`src/common/fds_consts.svh`:
```
// FDS drive constants for the register map, disk timing, block lengths and memory bases
`ifndef FDS_CONSTS_SVH
`define FDS_CONSTS_SVH

// CPU register map
`define FDS_REG_TLO   16'h4020
`define FDS_REG_THI   16'h4021
`define FDS_REG_TCTL  16'h4022
`define FDS_REG_IOEN  16'h4023
`define FDS_REG_CTRL  16'h4025
`define FDS_REG_SIDE  16'h4027
`define FDS_REG_STAT  16'h4030
`define FDS_REG_DATA  16'h4031
`define FDS_REG_DRIVE 16'h4032
`define FDS_REG_EXT   16'h4033

// Disk timing in ce cycles, about 149 CPU cycles per real byte
`define FDS_PREGAP_FAST 20'd65535
`define FDS_PREGAP_ORIG 20'd525420
`define FDS_BYTE_FAST   20'd99
`define FDS_BYTE_ORIG   20'd149

// Disk image geometry
`define FDS_DISK_END   16'd65499
`define FDS_SIDE_BYTES 18'd65500
`define FDS_SIDE_BASE  18'd16

// Last byte index of the fixed-length blocks (CRC bytes are absent from the image)
`define FDS_BLK1_LAST 16'h0037
`define FDS_BLK2_LAST 16'h0001
`define FDS_BLK3_LAST 16'h000F

// Upper address bits of the disk image in PRG space
`define FDS_DISK_BASE 4'b1111

`endif

```
`src/common/fds_bus_pkg.sv`:
```
// CPU bus access and PRG memory mapping types of the FDS drive
package fds_bus_pkg;

	// One CPU access, qualified by a one-clock ce strobe
	typedef struct packed {
		logic [15:0] addr;
		logic [7:0]  wdata;
		logic        read;
		logic        write;
		logic        ce;   // Marks a bus cycle
	} cpu_bus_t;

	// Mapped PRG memory access
	typedef struct packed {
		logic [21:0] addr;
		logic        allow;  // Memory may serve this access
	} prg_map_t;

endpackage

```
`src/common/fds_disk_pkg.sv`:
```
// Disk control, block type and drive status types of the FDS drive
package fds_disk_pkg;

	// Fields of the $4025 control register that the drive keeps
	typedef struct packed {
		logic disk_irq_en;  // Bit 7
		logic byte_xfer;    // Bit 6
		logic disk_reset;   // Bit 1
		logic motor_on;     // Bit 0
	} disk_ctrl_t;

	// Block type taken from byte 0 of each block
	typedef enum logic [2:0] {
		BLK_NONE      = 3'd0,
		BLK_VOLUME    = 3'd1,
		BLK_FILE_CNT  = 3'd2,
		BLK_FILE_HDR  = 3'd3,
		BLK_FILE_DATA = 3'd4
	} block_type_t;

	// Drive state reported on status reads and used for image addressing
	typedef struct packed {
		logic        xfer_flag;   // Byte ready for the CPU
		logic        disk_end;
		logic        disk_ready;  // Motor on, not in reset, not at end
		logic [15:0] disk_pos;
	} drive_status_t;

endpackage

```
`src/fds_reg_ctrl.sv`:
```
// FDS register decoder holding the I/O enable, disk control and disk side registers
`include "fds_consts.svh"

module fds_reg_ctrl (
	input  logic                     clk,
	input  logic                     reset,
	input  fds_bus_pkg::cpu_bus_t    bus,
	input  logic [1:0]               side_max,
	output fds_disk_pkg::disk_ctrl_t ctrl,
	output logic                     io_en,
	output logic [1:0]               disk_side,
	output logic                     timer_lo_wr,
	output logic                     timer_hi_wr,
	output logic                     timer_ctl_wr,
	output logic                     stat_rd,
	output logic                     data_rd,
	output logic [7:0]               wdata
);

	logic       bus_wr;
	logic       bus_rd;
	logic [1:0] side_req;

	assign bus_wr = bus.ce & bus.write;
	assign bus_rd = bus.ce & bus.read;

	// Timer events go straight to the timer on the write cycle
	assign timer_lo_wr  = bus_wr & (bus.addr == `FDS_REG_TLO);
	assign timer_hi_wr  = bus_wr & (bus.addr == `FDS_REG_THI);
	assign timer_ctl_wr = bus_wr & (bus.addr == `FDS_REG_TCTL);
	assign wdata        = bus.wdata;

	// Disk byte is captured in the same cycle as the read
	assign data_rd = bus_rd & (bus.addr == `FDS_REG_DATA);

	// Requested side, held at the last side of the image
	assign side_req = (bus.wdata[1:0] > side_max) ? side_max : bus.wdata[1:0];

	always_ff @(posedge clk) begin
		if (reset) begin
			ctrl      <= '0;
			io_en     <= 1'b0;
			disk_side <= 2'd0;
			stat_rd   <= 1'b0;
		end else if (bus.ce) begin
			// Status read acts on the following ce
			stat_rd <= bus.read & (bus.addr == `FDS_REG_STAT);

			if (bus_wr) begin
				case (bus.addr)
					`FDS_REG_IOEN: io_en <= bus.wdata[0];
					`FDS_REG_CTRL: begin
						ctrl.motor_on    <= bus.wdata[0];
						ctrl.disk_reset  <= bus.wdata[1];
						ctrl.byte_xfer   <= bus.wdata[6];
						ctrl.disk_irq_en <= bus.wdata[7];
					end
					`FDS_REG_SIDE: disk_side <= side_req;
					default: ;
				endcase
			end
		end
	end

endmodule

```
`src/fds_timer.sv`:
```
// FDS timer IRQ with 16-bit reload latch, down-counter and repeat mode
module fds_timer (
	input  logic       clk,
	input  logic       reset,
	input  logic       ce,
	input  logic       io_en,
	input  logic       timer_lo_wr,
	input  logic       timer_hi_wr,
	input  logic       timer_ctl_wr,
	input  logic       stat_rd,
	input  logic [7:0] wdata,
	output logic       timer_irq
);

	logic [15:0] latch;
	logic [15:0] count;
	logic        irq_en;
	logic        irq_repeat;
	logic        start;

	assign start = wdata[1] & io_en;  // Enable bit honoured only with I/O enabled

	always_ff @(posedge clk) begin
		if (reset) begin
			timer_irq  <= 1'b0;
			irq_en     <= 1'b0;
			irq_repeat <= 1'b0;
		end else if (ce) begin
			if (irq_en) begin
				if (count == 16'd0) begin
					timer_irq <= 1'b1;
					if (!irq_repeat)
						irq_en <= 1'b0;  // One-shot stops here
				end
			end

			if (timer_ctl_wr) begin
				irq_repeat <= wdata[0];
				irq_en     <= start;
				if (!start)
					timer_irq <= 1'b0;
			end

			// I/O disable stops the timer and drops a pending IRQ
			if (!io_en) begin
				irq_en    <= 1'b0;
				timer_irq <= 1'b0;
			end

			if (stat_rd)
				timer_irq <= 1'b0;
		end
	end

	// Latch and counter
	always_ff @(posedge clk) begin
		if (ce) begin
			if (timer_lo_wr)
				latch[7:0] <= wdata;
			if (timer_hi_wr)
				latch[15:8] <= wdata;

			if (timer_ctl_wr && start)
				count <= latch;
			else if (irq_en)
				count <= (count == 16'd0) ? latch : count - 16'd1;  // Reload on expiry
		end
	end

endmodule

```
`src/disk/fds_disk_xfer.sv`:
```
// FDS disk read engine with pre-gap and byte clock, disk position and block tracking
`include "fds_consts.svh"

module fds_disk_xfer (
	input  logic                        clk,
	input  logic                        reset,
	input  logic                        ce,
	input  logic                        fast,
	input  fds_disk_pkg::disk_ctrl_t    ctrl,
	input  logic                        data_rd,
	input  logic                        stat_rd,
	input  logic [7:0]                  disk_byte,
	output fds_disk_pkg::drive_status_t status,
	output logic                        disk_irq
);

	logic [19:0]               pregap_delay;
	logic [19:0]               byte_delay;
	logic [19:0]               xfer_cnt;
	logic                      after_pregap;
	logic                      xfer_flag;
	logic                      new_byte;
	logic                      data_rd_d;
	logic                      byte_xfer_d;
	logic                      xfer_start;
	logic [15:0]               byte_cnt;
	logic [15:0]               file_size;
	logic [15:0]               disk_pos;
	logic                      disk_end;
	logic                      block_end;
	logic                      last_byte;
	fds_disk_pkg::block_type_t block_type;

	assign pregap_delay = fast ? `FDS_PREGAP_FAST : `FDS_PREGAP_ORIG;
	assign byte_delay   = fast ? `FDS_BYTE_FAST : `FDS_BYTE_ORIG;

	assign xfer_start = ctrl.byte_xfer & ~byte_xfer_d;  // New transfer through $4025
	assign disk_end   = (disk_pos == `FDS_DISK_END);

	// Current byte is the last one of its block
	always_comb begin
		case (block_type)
			fds_disk_pkg::BLK_VOLUME:    last_byte = (byte_cnt == `FDS_BLK1_LAST);
			fds_disk_pkg::BLK_FILE_CNT:  last_byte = (byte_cnt == `FDS_BLK2_LAST);
			fds_disk_pkg::BLK_FILE_HDR:  last_byte = (byte_cnt == `FDS_BLK3_LAST);
			fds_disk_pkg::BLK_FILE_DATA: last_byte = (byte_cnt == file_size);
			default:                     last_byte = 1'b0;
		endcase
	end

	always_ff @(posedge clk) begin
		if (reset) begin
			xfer_cnt     <= 20'd0;
			after_pregap <= 1'b0;
			xfer_flag    <= 1'b0;
			new_byte     <= 1'b0;
			data_rd_d    <= 1'b0;
			byte_xfer_d  <= 1'b0;
			byte_cnt     <= 16'd0;
			disk_pos     <= 16'd0;
			block_end    <= 1'b0;
			block_type   <= fds_disk_pkg::BLK_NONE;
		end else if (ce) begin
			byte_xfer_d <= ctrl.byte_xfer;
			data_rd_d   <= data_rd;

			if (xfer_start) begin
				xfer_flag  <= 1'b0;
				new_byte   <= 1'b0;
				byte_cnt   <= 16'd0;
				block_end  <= 1'b0;
				block_type <= fds_disk_pkg::BLK_NONE;
			end

			if (stat_rd)
				xfer_flag <= 1'b0;

			// Block type from byte 0
			if (data_rd && byte_cnt == 16'd0)
				block_type <= fds_disk_pkg::block_type_t'(disk_byte[2:0]);

			// Advance one ce after the CPU read
			if (data_rd_d) begin
				xfer_flag <= 1'b0;
				if (new_byte) begin
					new_byte <= 1'b0;
					byte_cnt <= byte_cnt + 16'd1;
					if (!disk_end && !block_end)
						disk_pos <= disk_pos + 16'd1;
					if (last_byte)
						block_end <= 1'b1;
				end
			end

			if (!ctrl.motor_on) begin
				xfer_cnt <= 20'd0;
			end else if (ctrl.disk_reset) begin
				xfer_cnt     <= 20'd0;
				disk_pos     <= 16'd0;
				after_pregap <= 1'b0;
			end else if (!after_pregap) begin
				if (xfer_cnt == pregap_delay) begin  // Start of disk reached
					after_pregap <= 1'b1;
					xfer_cnt     <= 20'd0;
				end else begin
					xfer_cnt <= xfer_cnt + 20'd1;
				end
			end else if (xfer_cnt == byte_delay) begin
				xfer_cnt <= 20'd0;
				if (ctrl.byte_xfer) begin
					xfer_flag <= 1'b1;
					new_byte  <= 1'b1;
				end
			end else begin
				xfer_cnt <= xfer_start ? 20'd0 : xfer_cnt + 20'd1;
			end
		end
	end

	// File size from bytes $0D and $0E of a file header
	always_ff @(posedge clk) begin
		if (ce && data_rd && block_type == fds_disk_pkg::BLK_FILE_HDR) begin
			if (byte_cnt == 16'h000D)
				file_size[7:0] <= disk_byte;
			if (byte_cnt == 16'h000E)
				file_size[15:8] <= disk_byte;
		end
	end

	assign status.xfer_flag  = xfer_flag;
	assign status.disk_end   = disk_end;
	assign status.disk_ready = ctrl.motor_on & ~ctrl.disk_reset & ~disk_end;
	assign status.disk_pos   = disk_pos;

	assign disk_irq = xfer_flag & ctrl.disk_irq_en;

endmodule

```
`src/fds_bus_map.sv`:
```
// FDS PRG address mapping and status register read multiplexer
`include "fds_consts.svh"

module fds_bus_map (
	input  fds_bus_pkg::cpu_bus_t       bus,
	input  fds_disk_pkg::drive_status_t status,
	input  logic                        timer_irq,
	input  logic [1:0]                  disk_side,
	input  logic                        eject,
	output logic [7:0]                  prg_dout,
	output logic                        prg_drive,
	output fds_bus_pkg::prg_map_t       prg_map
);

	logic        is_stat;
	logic        is_data;
	logic        is_drive;
	logic        is_ext;
	logic        is_ram;
	logic        ready;
	logic [17:0] side_off;
	logic [17:0] img_off;
	logic [21:0] mem_addr;

	assign is_stat  = (bus.addr == `FDS_REG_STAT);
	assign is_data  = (bus.addr == `FDS_REG_DATA);
	assign is_drive = (bus.addr == `FDS_REG_DRIVE);
	assign is_ext   = (bus.addr == `FDS_REG_EXT);

	assign ready = status.disk_ready & ~eject;

	always_comb begin
		prg_dout = 8'h00;
		if (is_stat)
			prg_dout = {status.xfer_flag, status.disk_end, 5'd0, timer_irq};
		else if (is_drive)
			prg_dout = {4'h4, 1'b0, eject, ~ready, eject};
		else if (is_ext)
			prg_dout = 8'h80;  // Battery good
	end

	assign prg_drive = is_stat | is_drive | is_ext;

	// $6000-$DFFF is work RAM, the rest of upper space is BIOS
	assign is_ram   = bus.addr[15] ^ (&bus.addr[14:13]);
	assign mem_addr = is_ram ? {7'b1000001, bus.addr[14:0]} : {9'd0, bus.addr[12:0]};

	// Image offset is header plus one side length per side
	assign side_off = `FDS_SIDE_BASE + 18'(disk_side) * `FDS_SIDE_BYTES;
	assign img_off  = 18'(status.disk_pos) + side_off;

	assign prg_map.addr  = is_data ? {`FDS_DISK_BASE, img_off} : mem_addr;
	assign prg_map.allow = ((bus.addr[15] | is_data) & ~bus.write) | is_ram;

endmodule

```
`src/fds_top.sv`:
```
// FDS drive top connecting the register decoder, timer, disk engine and bus map
module fds_top (
	input  logic                  clk,
	input  logic                  reset,
	input  fds_bus_pkg::cpu_bus_t bus,
	input  logic [7:0]            disk_byte,
	input  logic                  fast,
	input  logic                  eject,
	input  logic [1:0]            side_max,
	output logic [7:0]            prg_dout,
	output logic                  prg_drive,
	output fds_bus_pkg::prg_map_t prg_map,
	output logic                  irq
);

	fds_disk_pkg::disk_ctrl_t    ctrl;
	fds_disk_pkg::drive_status_t status;
	logic                        io_en;
	logic [1:0]                  disk_side;
	logic                        timer_lo_wr;
	logic                        timer_hi_wr;
	logic                        timer_ctl_wr;
	logic                        stat_rd;
	logic                        data_rd;
	logic [7:0]                  wdata;
	logic                        timer_irq;
	logic                        disk_irq;

	fds_reg_ctrl u_reg_ctrl (
		.clk          (clk),
		.reset        (reset),
		.bus          (bus),
		.side_max     (side_max),
		.ctrl         (ctrl),
		.io_en        (io_en),
		.disk_side    (disk_side),
		.timer_lo_wr  (timer_lo_wr),
		.timer_hi_wr  (timer_hi_wr),
		.timer_ctl_wr (timer_ctl_wr),
		.stat_rd      (stat_rd),
		.data_rd      (data_rd),
		.wdata        (wdata)
	);

	fds_timer u_timer (
		.clk          (clk),
		.reset        (reset),
		.ce           (bus.ce),
		.io_en        (io_en),
		.timer_lo_wr  (timer_lo_wr),
		.timer_hi_wr  (timer_hi_wr),
		.timer_ctl_wr (timer_ctl_wr),
		.stat_rd      (stat_rd),
		.wdata        (wdata),
		.timer_irq    (timer_irq)
	);

	fds_disk_xfer u_disk_xfer (
		.clk       (clk),
		.reset     (reset),
		.ce        (bus.ce),
		.fast      (fast),
		.ctrl      (ctrl),
		.data_rd   (data_rd),
		.stat_rd   (stat_rd),
		.disk_byte (disk_byte),
		.status    (status),
		.disk_irq  (disk_irq)
	);

	fds_bus_map u_bus_map (
		.bus       (bus),
		.status    (status),
		.timer_irq (timer_irq),
		.disk_side (disk_side),
		.eject     (eject),
		.prg_dout  (prg_dout),
		.prg_drive (prg_drive),
		.prg_map   (prg_map)
	);

	assign irq = timer_irq | disk_irq;

endmodule

```
`config.mk`:
```
export PLATFORM = sky130hd
export DESIGN_NAME = fds_top
export DESIGN_NICKNAME = d
export VERILOG_FILES = /design/src/common/fds_bus_pkg.sv /design/src/common/fds_disk_pkg.sv /design/src/fds_reg_ctrl.sv /design/src/fds_timer.sv /design/src/disk/fds_disk_xfer.sv /design/src/fds_bus_map.sv /design/src/fds_top.sv
export VERILOG_INCLUDE_DIRS = /design/src /design/src/common
export SDC_FILE = /design/constraint.sdc
export NUM_CORES = 1
export LEC_CHECK = 0
export ABC_AREA = 1
export BUFFER_PORTS_ARGS = -buffer_cell sky130_fd_sc_hd__buf_2
export CAP_MARGIN = 40
export CORE_AREA = 8 8 130 132
export DETAILED_ROUTE_END_ITERATION = 8
export DIE_AREA = 0 0 138 140
export GPL_ROUTABILITY_DRIVEN = 1
export PLACE_DENSITY = 0.78
export SLEW_MARGIN = 10
export SYNTH_ARGS = -nofsm -noshare
export SYNTH_HDL_FRONTEND = slang
export SYNTH_SLANG_ARGS = --single-unit
export TNS_END_PERCENT = 10
```
`constraint.sdc`:
```
create_clock -name clk -period 10 [get_ports clk]
set_clock_uncertainty 0.15 [all_clocks]
set_input_delay 2 -clock clk [delete_from_list [all_inputs] [get_ports clk]]
set_output_delay 2 -clock clk [all_outputs]
set_load 0.02 [all_outputs]
```
==> results.md, run 1 <==
* Outcome: complete, no violations
* DR DRC count at 0
* Vias in the first global route at 7301
* Final hold violation count at 0
* Detailed router's first-iteration violation count at 663
* PostCTS Resize Cnt at 0
* Min-delay src: u_reg_ctrl.ctrl[3]
* Placement Cell Area at 8480 µm²
* Slew headroom at 52.3%
* Cts hold-fix bufs at 0
* Fin. max-slew vios at 0
* Post-route cell area at 9170 µm²
* Rows at 45
* Worst hold path stage count at 2
* Remaining antenna violation count at 0
* Reg clk slew, reported paths at 0.06 ns
* H-tree levels at 4
* First-pass GRT wire length at 35000 µm
* Hold Crit Class: flip-flop to flip-flop
* Pwr Density at 137 nW/µm²
* Max FO, Critical Path at 13
* Register-to-register path setup slack at 7.68 ns
* R2R Path Start: u_disk_xfer.byte_cnt[9]
* Data required, critical path at 7.85 ns
* Area of the multi-input gates at 4420 µm²
* Iteration count of the initial detailed-routing pass at 6
* Share of cells above drive strength 1 at 12.8%
* HPWL Detailed at 15300 µm
* GPL Wtd Cong at 0.952
* Clock sink count at 120
* Die Area at 19300 µm²
* Initial antenna violation count at 2
* RSZ-0062 raised after global routing: false
* Top Ports at 74
* Deepest clock path buffer count at 2
* Gr usage total at 21.5%
* Maximum Capacitance Violations at 0
* Post-synth EDFFs at 48
* Max Freq at 172 MHz
* Clock Tree Root: clkbuf_16
* R2R depth at 7
* Port Buf Inserts at 70
* VDD IR max at 0.114 mV
* RR Endpoint: u_disk_xfer.file_size[2]
* Synth warn at 0
* Sequential area share after synthesis at 35.9%
* Largest net degree at the start of global routing at 42
* Avg Inst Size Synth at 7.15 µm²
* WS Path Type: input port to primary output
* Fin nets at 1271
* Via/cell ratio at 5.53
* Post-synth top flop: dfxtp_1
* Die Wd at 138 µm
* Setup repair bufs after CTS at 0
* Hold endpoint: u_reg_ctrl.ctrl[3]
* Mapped Cells at 1124
* Final TNS setup at 0 ns
* CTS Buf Count at 17
* Asr flop ratio synth at 0%
* Worst EP arrival at 3.65 ns
* Setup violators final at 0
* Routed length per instance at 14.9 µm
* Synth Cell Area at 8040 µm²
* Total grt overflow at 0
* Critical Path End Type: primary output
* Worst-Margin Slew at 0.710 ns
* Area Growth Syn to Fin at 14.0%
* Yosys reg bits at 120
* Cell leakage power at 3.88 nW
* CORE AREA at 14900 µm²
* Post-synthesis cell type count at 54
* Chip height at 140 µm
* Worst-skew pair later-pin latency at 0.43 ns
* Area occupied by registers at 2880 µm²
* CTS tree: yes
* Crit path time final at 5.80 ns
* Period utilisation layout at 58.0%
* Fillers at 1374
* Initial Utilization at 54.1%
* Via count at 7678
* Worst setup SP type: input port
* DRT Wirelength at 20700 µm
## through the flow
| step | setup slack, ns | utilization (%) | power [W] | hold WS (ns) | cells |
|---|---|---|---|---|---|
| final | 4.20 | 61.7 | 0.00126 | 0.311 | 1388 |
| after global routing | 4.09 | 61.7 | 0.00129 | 0.336 | 1388 |
| after CTS | 4.23 | 61.5 | 0.00127 | 0.311 | 1386 |
| after detailed placement | 4.25 | 57.1 | 0.000573 | 0.294 | 1354 |
| after global placement | 4.31 | 57.0 | 0.000572 | 0.288 | 1351 |
| after floorplan | 4.56 | - | 0.000551 | 0.274 | 1126 |
## cells in the final DEF (no fill, tap or decap), types with 4 or more instances in the layout
| master | Yosys | final |
|---|---|---|
| o21a_1 | 9 | 9 |
| xor2_1 | 20 | 20 |
| ha_1 | 43 | 43 |
| a31oi_1 | 4 | 4 |
| clkinv_4 | 0 | 4 |
| inv_2 | 6 | 6 |
| nor2_4 | 4 | 4 |
| buf_4 | 12 | 5 |
| inv_1 | 137 | 137 |
| o21ai_0 | 59 | 59 |
| xnor2_1 | 10 | 10 |
| edfxtp_1 | 48 | 48 |
| bufinv_16 | 0 | 5 |
| nand4_1 | 35 | 35 |
| nor3_1 | 32 | 32 |
| dfxtp_1 | 72 | 72 |
| nand2_2 | 6 | 6 |
| buf_2 | 10 | 73 |
| nor2_2 | 5 | 5 |
| nor2_1 | 108 | 108 |
| a21oi_1 | 89 | 89 |
| nand3_1 | 98 | 98 |
| clkbuf_16 | 0 | 17 |
| nand2_1 | 250 | 250 |
## report_power, final
group | leakage [nW] | switching (W) | internal, W | total, W
clock | 0.322 | 0.000244 | 0.000449 | 0.000693
sequential | 1.01 | 0.000000640 | 0.000508 | 0.000508
combinational | 2.54 | 0.0000378 | 0.0000170 | 0.0000547
## worst max-delay path by stage
| stage | from | to | slack [ns] |
|---|---|---|---|
| floorplan | bus[24] | prg_map[11] | 4.56 |
| global route | bus[24] | prg_map[14] | 4.09 |
| detailed placement | bus[24] | prg_map[14] | 4.25 |
| CTS | bus[24] | prg_map[14] | 4.23 |
| finish | bus[24] | prg_map[14] | 4.20 |
| global placement | bus[24] | prg_map[14] | 4.31 |
## critical path: stages
cell and delay, ns:
buf_2 0.12, nor2_1 0.13, nand3_2 0.10, nor2_4 0.21, nand2_2 0.12, nor2_2 0.45, o21ai_0 0.18, a21oi_1 0.15
nor2_1 0.04, buf_2 0.15
## cell families after synthesis
group | after synthesis | synth area share (%)
flops | 120 | 35.9
simple gates | 563 | 32.0
buf+inv | 182 | 9.34
mux | 1 | 0.140
fa+ha+maj | 44 | 6.94
xor+xnor | 30 | 3.27
compound gates | 183 | 12.4
other cells | 1 | 0.0467
## layout make-up
cell class / count / area share (%)
multi-input cells: 824 / 48.2
flip-flops and latches: 120 / 31.4
inverters: 144 / 5.92
clock buffers: 17 / 4.64
repair buffers: 79 / 4.56
clock inverters: 15 / 2.63
well taps: 188 / 2.57
diodes: 1 / 0.0273
## registers in the layout, summed over array words and instances (netlist names), 3 cells and up
name and flops:
u_disk_xfer.block_type 3, u_disk_xfer.byte_cnt 16, u_disk_xfer.disk_pos 16, u_disk_xfer.file_size 16, u_disk_xfer.xfer_cnt 20, u_reg_ctrl.ctrl 4
u_timer.count 16, u_timer.latch 16
## per-layer routing
metal | track usage, % | share of wire [%] | up-vias
met5 | 0 | 0.039 | -
met4 | 9.44 | 2.7 | 2
met3 | 5.00 | 6.4 | 44
met2 | 35.8 | 48 | 259
met1 | 26.1 | 43 | 3506
li1 | - | - | 3867
## synthesized netlist by cell type, types with 3 or more instances
master	number	share of area (%)
a21oi_1	89	5.5
nand3b_1	3	0.28
nor2_1	108	5.0
xnor2_1	10	1.1
nand3_1	98	6.1
or2_2	3	0.23
inv_1	137	6.4
a211oi_1	3	0.28
o21bai_1	3	0.28
nor2_4	4	0.56
nand2_1	250	12
buf_1	4	0.19
o21ai_2	3	0.33
ha_1	43	6.7
inv_2	6	0.28
clkbuf_1	11	0.51
o21a_1	9	0.84
nor2_2	5	0.39
nor3_1	32	2.0
nor3_2	3	0.37
a31oi_1	4	0.31
nand2_2	6	0.47
nor4_1	3	0.23
dfxtp_1	72	18
o21ai_0	59	3.7
edfxtp_1	48	18
buf_4	12	1.1
buf_2	10	0.62
xor2_1	20	2.2
nand4_1	35	2.7
No activity file was read; power rests on OpenSTA's default activity.
==> run 2, diff against run 1 <==
--- a/config.mk
+++ b/config.mk
@@ -13,7 +13,7 @@
 export DETAILED_ROUTE_END_ITERATION = 8
 export DIE_AREA = 0 0 138 140
 export GPL_ROUTABILITY_DRIVEN = 1
-export PLACE_DENSITY = 0.78
+export PLACE_DENSITY = 0.81
 export SLEW_MARGIN = 10
 export SYNTH_ARGS = -nofsm -noshare
 export SYNTH_HDL_FRONTEND = slang
==> constraint.sdc (replaced) <==
create_clock -name clk -period 4.9 [get_ports clk]
set_clock_uncertainty 0.15 [all_clocks]
set_input_delay 0.98 -clock clk [delete_from_list [all_inputs] [get_ports clk]]
set_output_delay 0.98 -clock clk [all_outputs]
set_load 0.02 [all_outputs]
==> run 2 against run 1 <==
Against the previous run: non-clock buffer count unchanged; die area unchanged; final cell count unchanged; combinational power increased by 110%; power increased by 99%; worst setup slack got worse by 3.7 ns; global-route usage increased by 0.075 points; count of clock-buffer cells in the layout increased by 1; worst hold slack got worse by 0.0033 ns; clock power increased by 95%; via count increased by 0.79%; critical endpoint is now prg_map[13]; largest cell class unchanged; largest power group unchanged; highest routed layer unchanged.
==> results.md, run 2 (same netlist as run 1, synthesis figures left out) <==
* Remaining antenna violation count at 0 (unchanged)
* Setup repair bufs after CTS at 0 (unchanged)
* Gr usage total at 21.6% (+0.075 points)
* Cts hold-fix bufs at 0 (unchanged)
* RR Endpoint: u_disk_xfer.xfer_cnt[12]
* Chip height at 140 µm (unchanged)
* Port Buf Inserts at 70 (unchanged)
* Share of cells above drive strength 1 at 12.4% (-0.33 points)
* Most frequent cells in the layout: nand2_1, inv_1, nor2_1
* Vias in the first global route at 7244 (-0.78%)
* RSZ-0062 raised after global routing: false
* R2R depth at 9 (+2)
* Iteration count of the initial detailed-routing pass at 5 (-1)
* Max FO, Critical Path at 9 (-4)
* Worst-Margin Slew at 0.688 ns (-0.0218 ns)
* Largest register by flop count: u_disk_xfer.xfer_cnt
* Overall power at 0.00250 W (+99%)
* Data required, critical path at 3.77 ns (-4.08 ns)
* Clock Tree Root: clkbuf_16
* H-tree levels at 4 (unchanged)
* Hold slack at 0.308 ns (-0.00325 ns)
* R2R Path Start: u_disk_xfer.xfer_cnt[14]
* Clk pwr share at 53.9% (-1.3 points)
* CORE AREA at 14900 µm² (unchanged)
* Initial antenna violation count at 2 (unchanged)
* HPWL Detailed at 15400 µm (+0.95%)
* Via/cell ratio at 5.58 (+0.79%)
* Final worst setup slack at 0.461 ns (-3.74 ns)
* PostCTS Resize Cnt at 0 (unchanged)
* Deepest clock path buffer count at 2 (unchanged)
* Largest net degree at the start of global routing at 41 (-2.4%)
* Total grt overflow at 0 (unchanged)
* Reg clk slew, reported paths at 0.05 ns (about the same)
* Worst-skew pair later-pin latency at 0.43 ns (about the same)
* Outcome: complete, no violations
* Switching power at 0.000533 W (+88%)
* Via count at 7739 (+0.79%)
* Maximum Capacitance Violations at 0 (unchanged)
* Worst setup SP type: flip-flop
* Die Area at 19300 µm² (unchanged)
* Logic pwr share at 4.5% (about the same)
* CP endpoint: prg_map[13]
* Final TNS setup at 0 ns (unchanged)
* Flop pwr share at 41.5% (+1.0 points)
* Register-to-register path setup slack at 2.73 ns (-4.95 ns)
* Fin. max-slew vios at 0 (unchanged)
* Most common cell after layout, fill and taps aside: nand2_1
* Switch share at 21.3% (-1.2 points)
* CTS Buf Count at 17 (unchanged)
* Slew headroom at 54.1% (+1.8 points)
* Max Freq at 225 MHz
* Critical path startpoint: u_reg_ctrl.disk_side[0]
* Max reg flops at 20 (unchanged)
* VDD IR max at 0.265 mV (+130%)
* Die Wd at 138 µm (unchanged)
* CTS tree: yes
* DR DRC count at 0 (unchanged)
* Area Growth Syn to Fin at 13.7%
* Detailed router's first-iteration violation count at 630 (-5.0%)
* GPL Wtd Cong at 0.976 (+2.5%)
* Top Ports at 74 (unchanged)
* Worst EP arrival at 3.31 ns (-0.34 ns)
* Period utilisation layout at 90.6%
* Rows at 45 (unchanged)
* Fin nets at 1271 (unchanged)
* Min-delay src: u_reg_ctrl.io_en
* Pwr Density at 273 nW/µm² (+100%)
* Cell leakage power at 3.86 nW (-0.42%)
* Final hold violation count at 0 (unchanged)
* First-pass GRT wire length at 35100 µm (+0.31%)
* Setup violators final at 0 (unchanged)
* Dpl ws at 0.987 ns (-3.26 ns)
* Clock sink count at 120 (unchanged)
* DRT Wirelength at 21100 µm (+1.9%)
* Critical Path End Type: primary output
* Initial Utilization at 54.1% (unchanged)
* Hold Crit Class: flip-flop to flip-flop
* WS Path Type: flip-flop to primary output
* Crit path time final at 4.44 ns
* Finished Core Util at 61.5% (-0.19 points)
* Routed length per instance at 15.2 µm (+1.9%)
* Int Pwr at 0.00197 W (+100%)
-- run 2: cell count changes in the layout (fill, tap and decap cells not counted) --
cell | previous run | this run
buf_2 | 73 | 71
buf_4 | 5 | 7
clkbuf_1 | 0 | 1
clkinv_1 | 0 | 3
clkinv_2 | 0 | 2
clkinv_4 | 4 | 3
inv_6 | 3 | 0
inv_8 | 2 | 0
-- run 2: per-stage QoR --
stage | instance area [µm²] | std cells
floorplan | 8050 | 1126
global placement | 8470 | 1352
detailed placement | 8500 | 1355
CTS | 9140 | 1387
global route | 9140 | 1388
finish | 9140 | 1388
-- run 2: power by group through the flow --
stage / logic [W] / clock network, W / registers, W
floorplan: 0.0000661 / 0 / 0.00106
global placement: 0.000110 / 0 / 0.00106
detailed placement: 0.000111 / 0 / 0.00106
CTS: 0.000111 / 0.00136 / 0.00104
global route: 0.000122 / 0.00140 / 0.00104
finish: 0.000113 / 0.00135 / 0.00104
-- run 2: worst min-delay path by stage --
stage,slack (ns),to,cells after the start
2_1_floorplan,0.27,u_reg_ctrl.ctrl[3],2
3_3_place_gp,0.29,u_reg_ctrl.ctrl[3],2
3_5_place_dp,0.30,u_reg_ctrl.ctrl[3],2
4_1_cts,0.31,u_reg_ctrl.io_en,2
5_1_grt,0.34,u_reg_ctrl.ctrl[3],2
6_report,0.31,u_reg_ctrl.io_en,2
-- run 2: per-layer routing --
metal | track usage, % | vias to the layer above | share of wire [%] | wire (µm)
met5 | 0 | - | 0.057 | 12
li1 | - | 3880 | - | -
met2 | 36.2 | 264 | 50 | 10500
met1 | 26.9 | 3547 | 43 | 8990
met4 | 7.95 | 2 | 2.1 | 439
met3 | 4.33 | 46 | 5.7 | 1200
-- run 2: worst max-delay path, cell delays in order (launching register included) --
cell and delay [ns]:
dfxtp_1 0.40, inv_1 0.11, ha_1 0.24, inv_1 0.25, ha_1 0.30, ha_1 0.36, a21oi_1 0.18, a21boi_0 0.35
inv_1 0.11, nand2_1 0.07, nand2_1 0.06, nand2_1 0.06, nand2_1 0.05, o21bai_1 0.16, buf_2 0.19
-- run 2: layout make-up --
type | count | area [µm²]
multi-input cells | 824 | 4420
diodes | 1 | 2.50
inverters | 144 | 543
repair buffers | 79 | 423
fillers | 1371 | 5730
well taps | 188 | 235
clock inverters | 14 | 205
clock buffers | 18 | 429
flip-flops and latches | 120 | 2880
==> run 3, diff against run 2 <==
--- a/config.mk
+++ b/config.mk
@@ -13,6 +13,7 @@
 export DETAILED_ROUTE_END_ITERATION = 8
 export DIE_AREA = 0 0 138 140
 export GPL_ROUTABILITY_DRIVEN = 1
+export GPL_TIMING_DRIVEN = 0
 export PLACE_DENSITY = 0.81
 export SLEW_MARGIN = 10
 export SYNTH_ARGS = -nofsm -noshare
==> run 3 against run 2 <==
Against the previous run: final cell count rose by 2.2%; sequential power barely moved; register-to-register slack worse by 0.27 ns; clock power shrank 11%; first-iteration DRC count is 42% higher; power is 5.6% lower; sequential share of layout area shrank 0.30 points; critical path depth is the same; global-route usage is 0.67 points higher; die area did not move; flip-flop and latch count unchanged; highest routed layer is now met4.
==> results.md, run 3 (same netlist as run 1, synthesis figures left out) <==
* Overall power at 0.00236 W (-5.6%)
* Max reg flops at 20 (unchanged)
* DRT Wirelength at 21600 µm (+2.5%)
* Finished Core Util at 62.1% (+0.59 points)
* Cts hold-fix bufs at 0 (unchanged)
* Critical Path End Type: primary output
* WS Path Type: flip-flop to primary output
* Clock sink count at 120 (unchanged)
* VDD IR max at 0.276 mV (+4.0%)
* Int Pwr at 0.00181 W (-7.8%)
* GPL Wtd Cong at 0.946 (-3.1%)
* Total grt overflow at 0 (unchanged)
* Worst-skew pair later-pin latency at 0.42 ns (about the same)
* Max FO, Critical Path at 9 (unchanged)
* Chip height at 140 µm (unchanged)
* Fin nets at 1302 (+2.4%)
* Fin. max-slew vios at 0 (unchanged)
* DR DRC count at 0 (unchanged)
* Worst EP arrival at 3.34 ns (+0.03 ns)
* Reg clk slew, reported paths at 0.06 ns (about the same)
* Most frequent cells in the layout: nand2_1, inv_1, nor2_1
* RSZ-0062 raised after global routing: false
* Flop pwr share at 44.0% (+2.5 points)
* Setup violators final at 0 (unchanged)
* Worst setup SP type: flip-flop
* Largest net degree at the start of global routing at 17 (-59%)
* Worst-Margin Slew at 0.736 ns (+0.0475 ns)
* Die Wd at 138 µm (unchanged)
* Logic pwr share at 5.1% (+0.6 points)
* Routed length per instance at 15.3 µm (+0.27%)
* Switch share at 23.1% (+1.8 points)
* Initial Utilization at 54.1% (unchanged)
* Data required, critical path at 3.77 ns (about the same)
* Max Freq at 224 MHz (-0.59%)
* Crit path time final at 4.47 ns (+0.0262 ns)
* Largest register by flop count: u_disk_xfer.xfer_cnt
* Slew headroom at 50.6% (-3.5 points)
* CORE AREA at 14900 µm² (unchanged)
* Cell leakage power at 3.92 nW (+1.4%)
* Detailed router's first-iteration violation count at 893 (+42%)
* Clock Tree Root: clkbuf_16
* Share of cells above drive strength 1 at 13.4% (+0.99 points)
* Deepest clock path buffer count at 2 (unchanged)
* Initial antenna violation count at 1 (-1)
* Rows at 45 (unchanged)
* Most common cell after layout, fill and taps aside: nand2_1
* Pwr Density at 256 nW/µm² (-6.5%)
* Port Buf Inserts at 67 (-4.3%)
* Area Growth Syn to Fin at 14.8%
* Remaining antenna violation count at 0 (unchanged)
* HPWL Detailed at 16400 µm (+6.3%)
* Via count at 8037 (+3.9%)
* Clk pwr share at 50.9% (-3.0 points)
* Period utilisation layout at 91.1% (+0.53 points)
* PostCTS Resize Cnt at 0 (unchanged)
* Vias in the first global route at 7540 (+4.1%)
* CTS tree: yes
* Outcome: complete, no violations
* Setup repair bufs after CTS at 0 (unchanged)
* First-pass GRT wire length at 36100 µm (+3.1%)
* H-tree levels at 4 (unchanged)
* Maximum Capacitance Violations at 0 (unchanged)
* Gr usage total at 22.3% (+0.67 points)
* Hold Crit Class: flip-flop to flip-flop
* Final TNS setup at 0 ns (unchanged)
* Switching power at 0.000545 W (+2.3%)
* Final hold violation count at 0 (unchanged)
* Via/cell ratio at 5.66 (+1.6%)
* Die Area at 19300 µm² (unchanged)
* Hold slack at 0.317 ns (+0.00889 ns)
* Iteration count of the initial detailed-routing pass at 6 (+1)
* CTS Buf Count at 17 (unchanged)
* Top Ports at 74 (unchanged)
[run 3: final cells by class]
class                   instances  area (µm²)
repair buffers                 72         372
multi-input cells             824        4420
well taps                     188         235
flip-flops and latches        120        2880
diodes                          1        2.50
plain buffers                  38         208
clock inverters                14         133
fillers                      1375        5640
inverters                     144         543
clock buffers                  18         429
[run 3: worst paths after layout]
check                           from                  endpoint  slack (ns)  cells after the start
max          u_reg_ctrl.disk_side[0]               prg_map[13]        0.43                     14
min               u_reg_ctrl.ctrl[3]        u_reg_ctrl.ctrl[3]        0.32                      2
max reg2reg  u_disk_xfer.byte_cnt[9]  u_disk_xfer.file_size[6]        2.46                      8
min reg2reg       u_reg_ctrl.ctrl[3]        u_reg_ctrl.ctrl[3]        0.32                      2
[run 3: metrics by stage]
stage | std cells | cell area, µm² | setup WS, ns
after global placement | 1381 | 8620 | 0.954
after detailed placement | 1386 | 8660 | 0.924
after floorplan | 1126 | 8050 | 1.16
final | 1419 | 9230 | 0.435
after global routing | 1419 | 9230 | 0.169
after CTS | 1418 | 9220 | 0.457
[run 3: critical path, stage by stage, from the launching register on]
cell and delay, ns:
dfxtp_1 0.39, inv_1 0.10, ha_1 0.22, inv_1 0.26, ha_1 0.31, ha_1 0.35, a21oi_1 0.18, a21boi_0 0.40
inv_1 0.11, nand2_1 0.07, nand2_1 0.09, nand2_1 0.07, nand2_1 0.05, o21bai_1 0.11, buf_2 0.18
[run 3: metal layers]
metal	share of wire (%)	track usage, %
met5	0	0
met4	2.6	9.15
met1	42	27.0
met3	6.6	4.16
met2	49	38.0
[run 3: power groups by stage]
| stage | Sequential (W) | Clock [W] | Combinational [W] |
|---|---|---|---|
| 3_5_place_dp | 0.00106 | 0 | 0.000117 |
| 3_3_place_gp | 0.00106 | 0 | 0.000114 |
| 2_1_floorplan | 0.00106 | 0 | 0.0000661 |
| 4_1_cts | 0.00104 | 0.00121 | 0.000118 |
| 5_1_grt | 0.00104 | 0.00125 | 0.000129 |
| 6_report | 0.00104 | 0.00120 | 0.000119 |
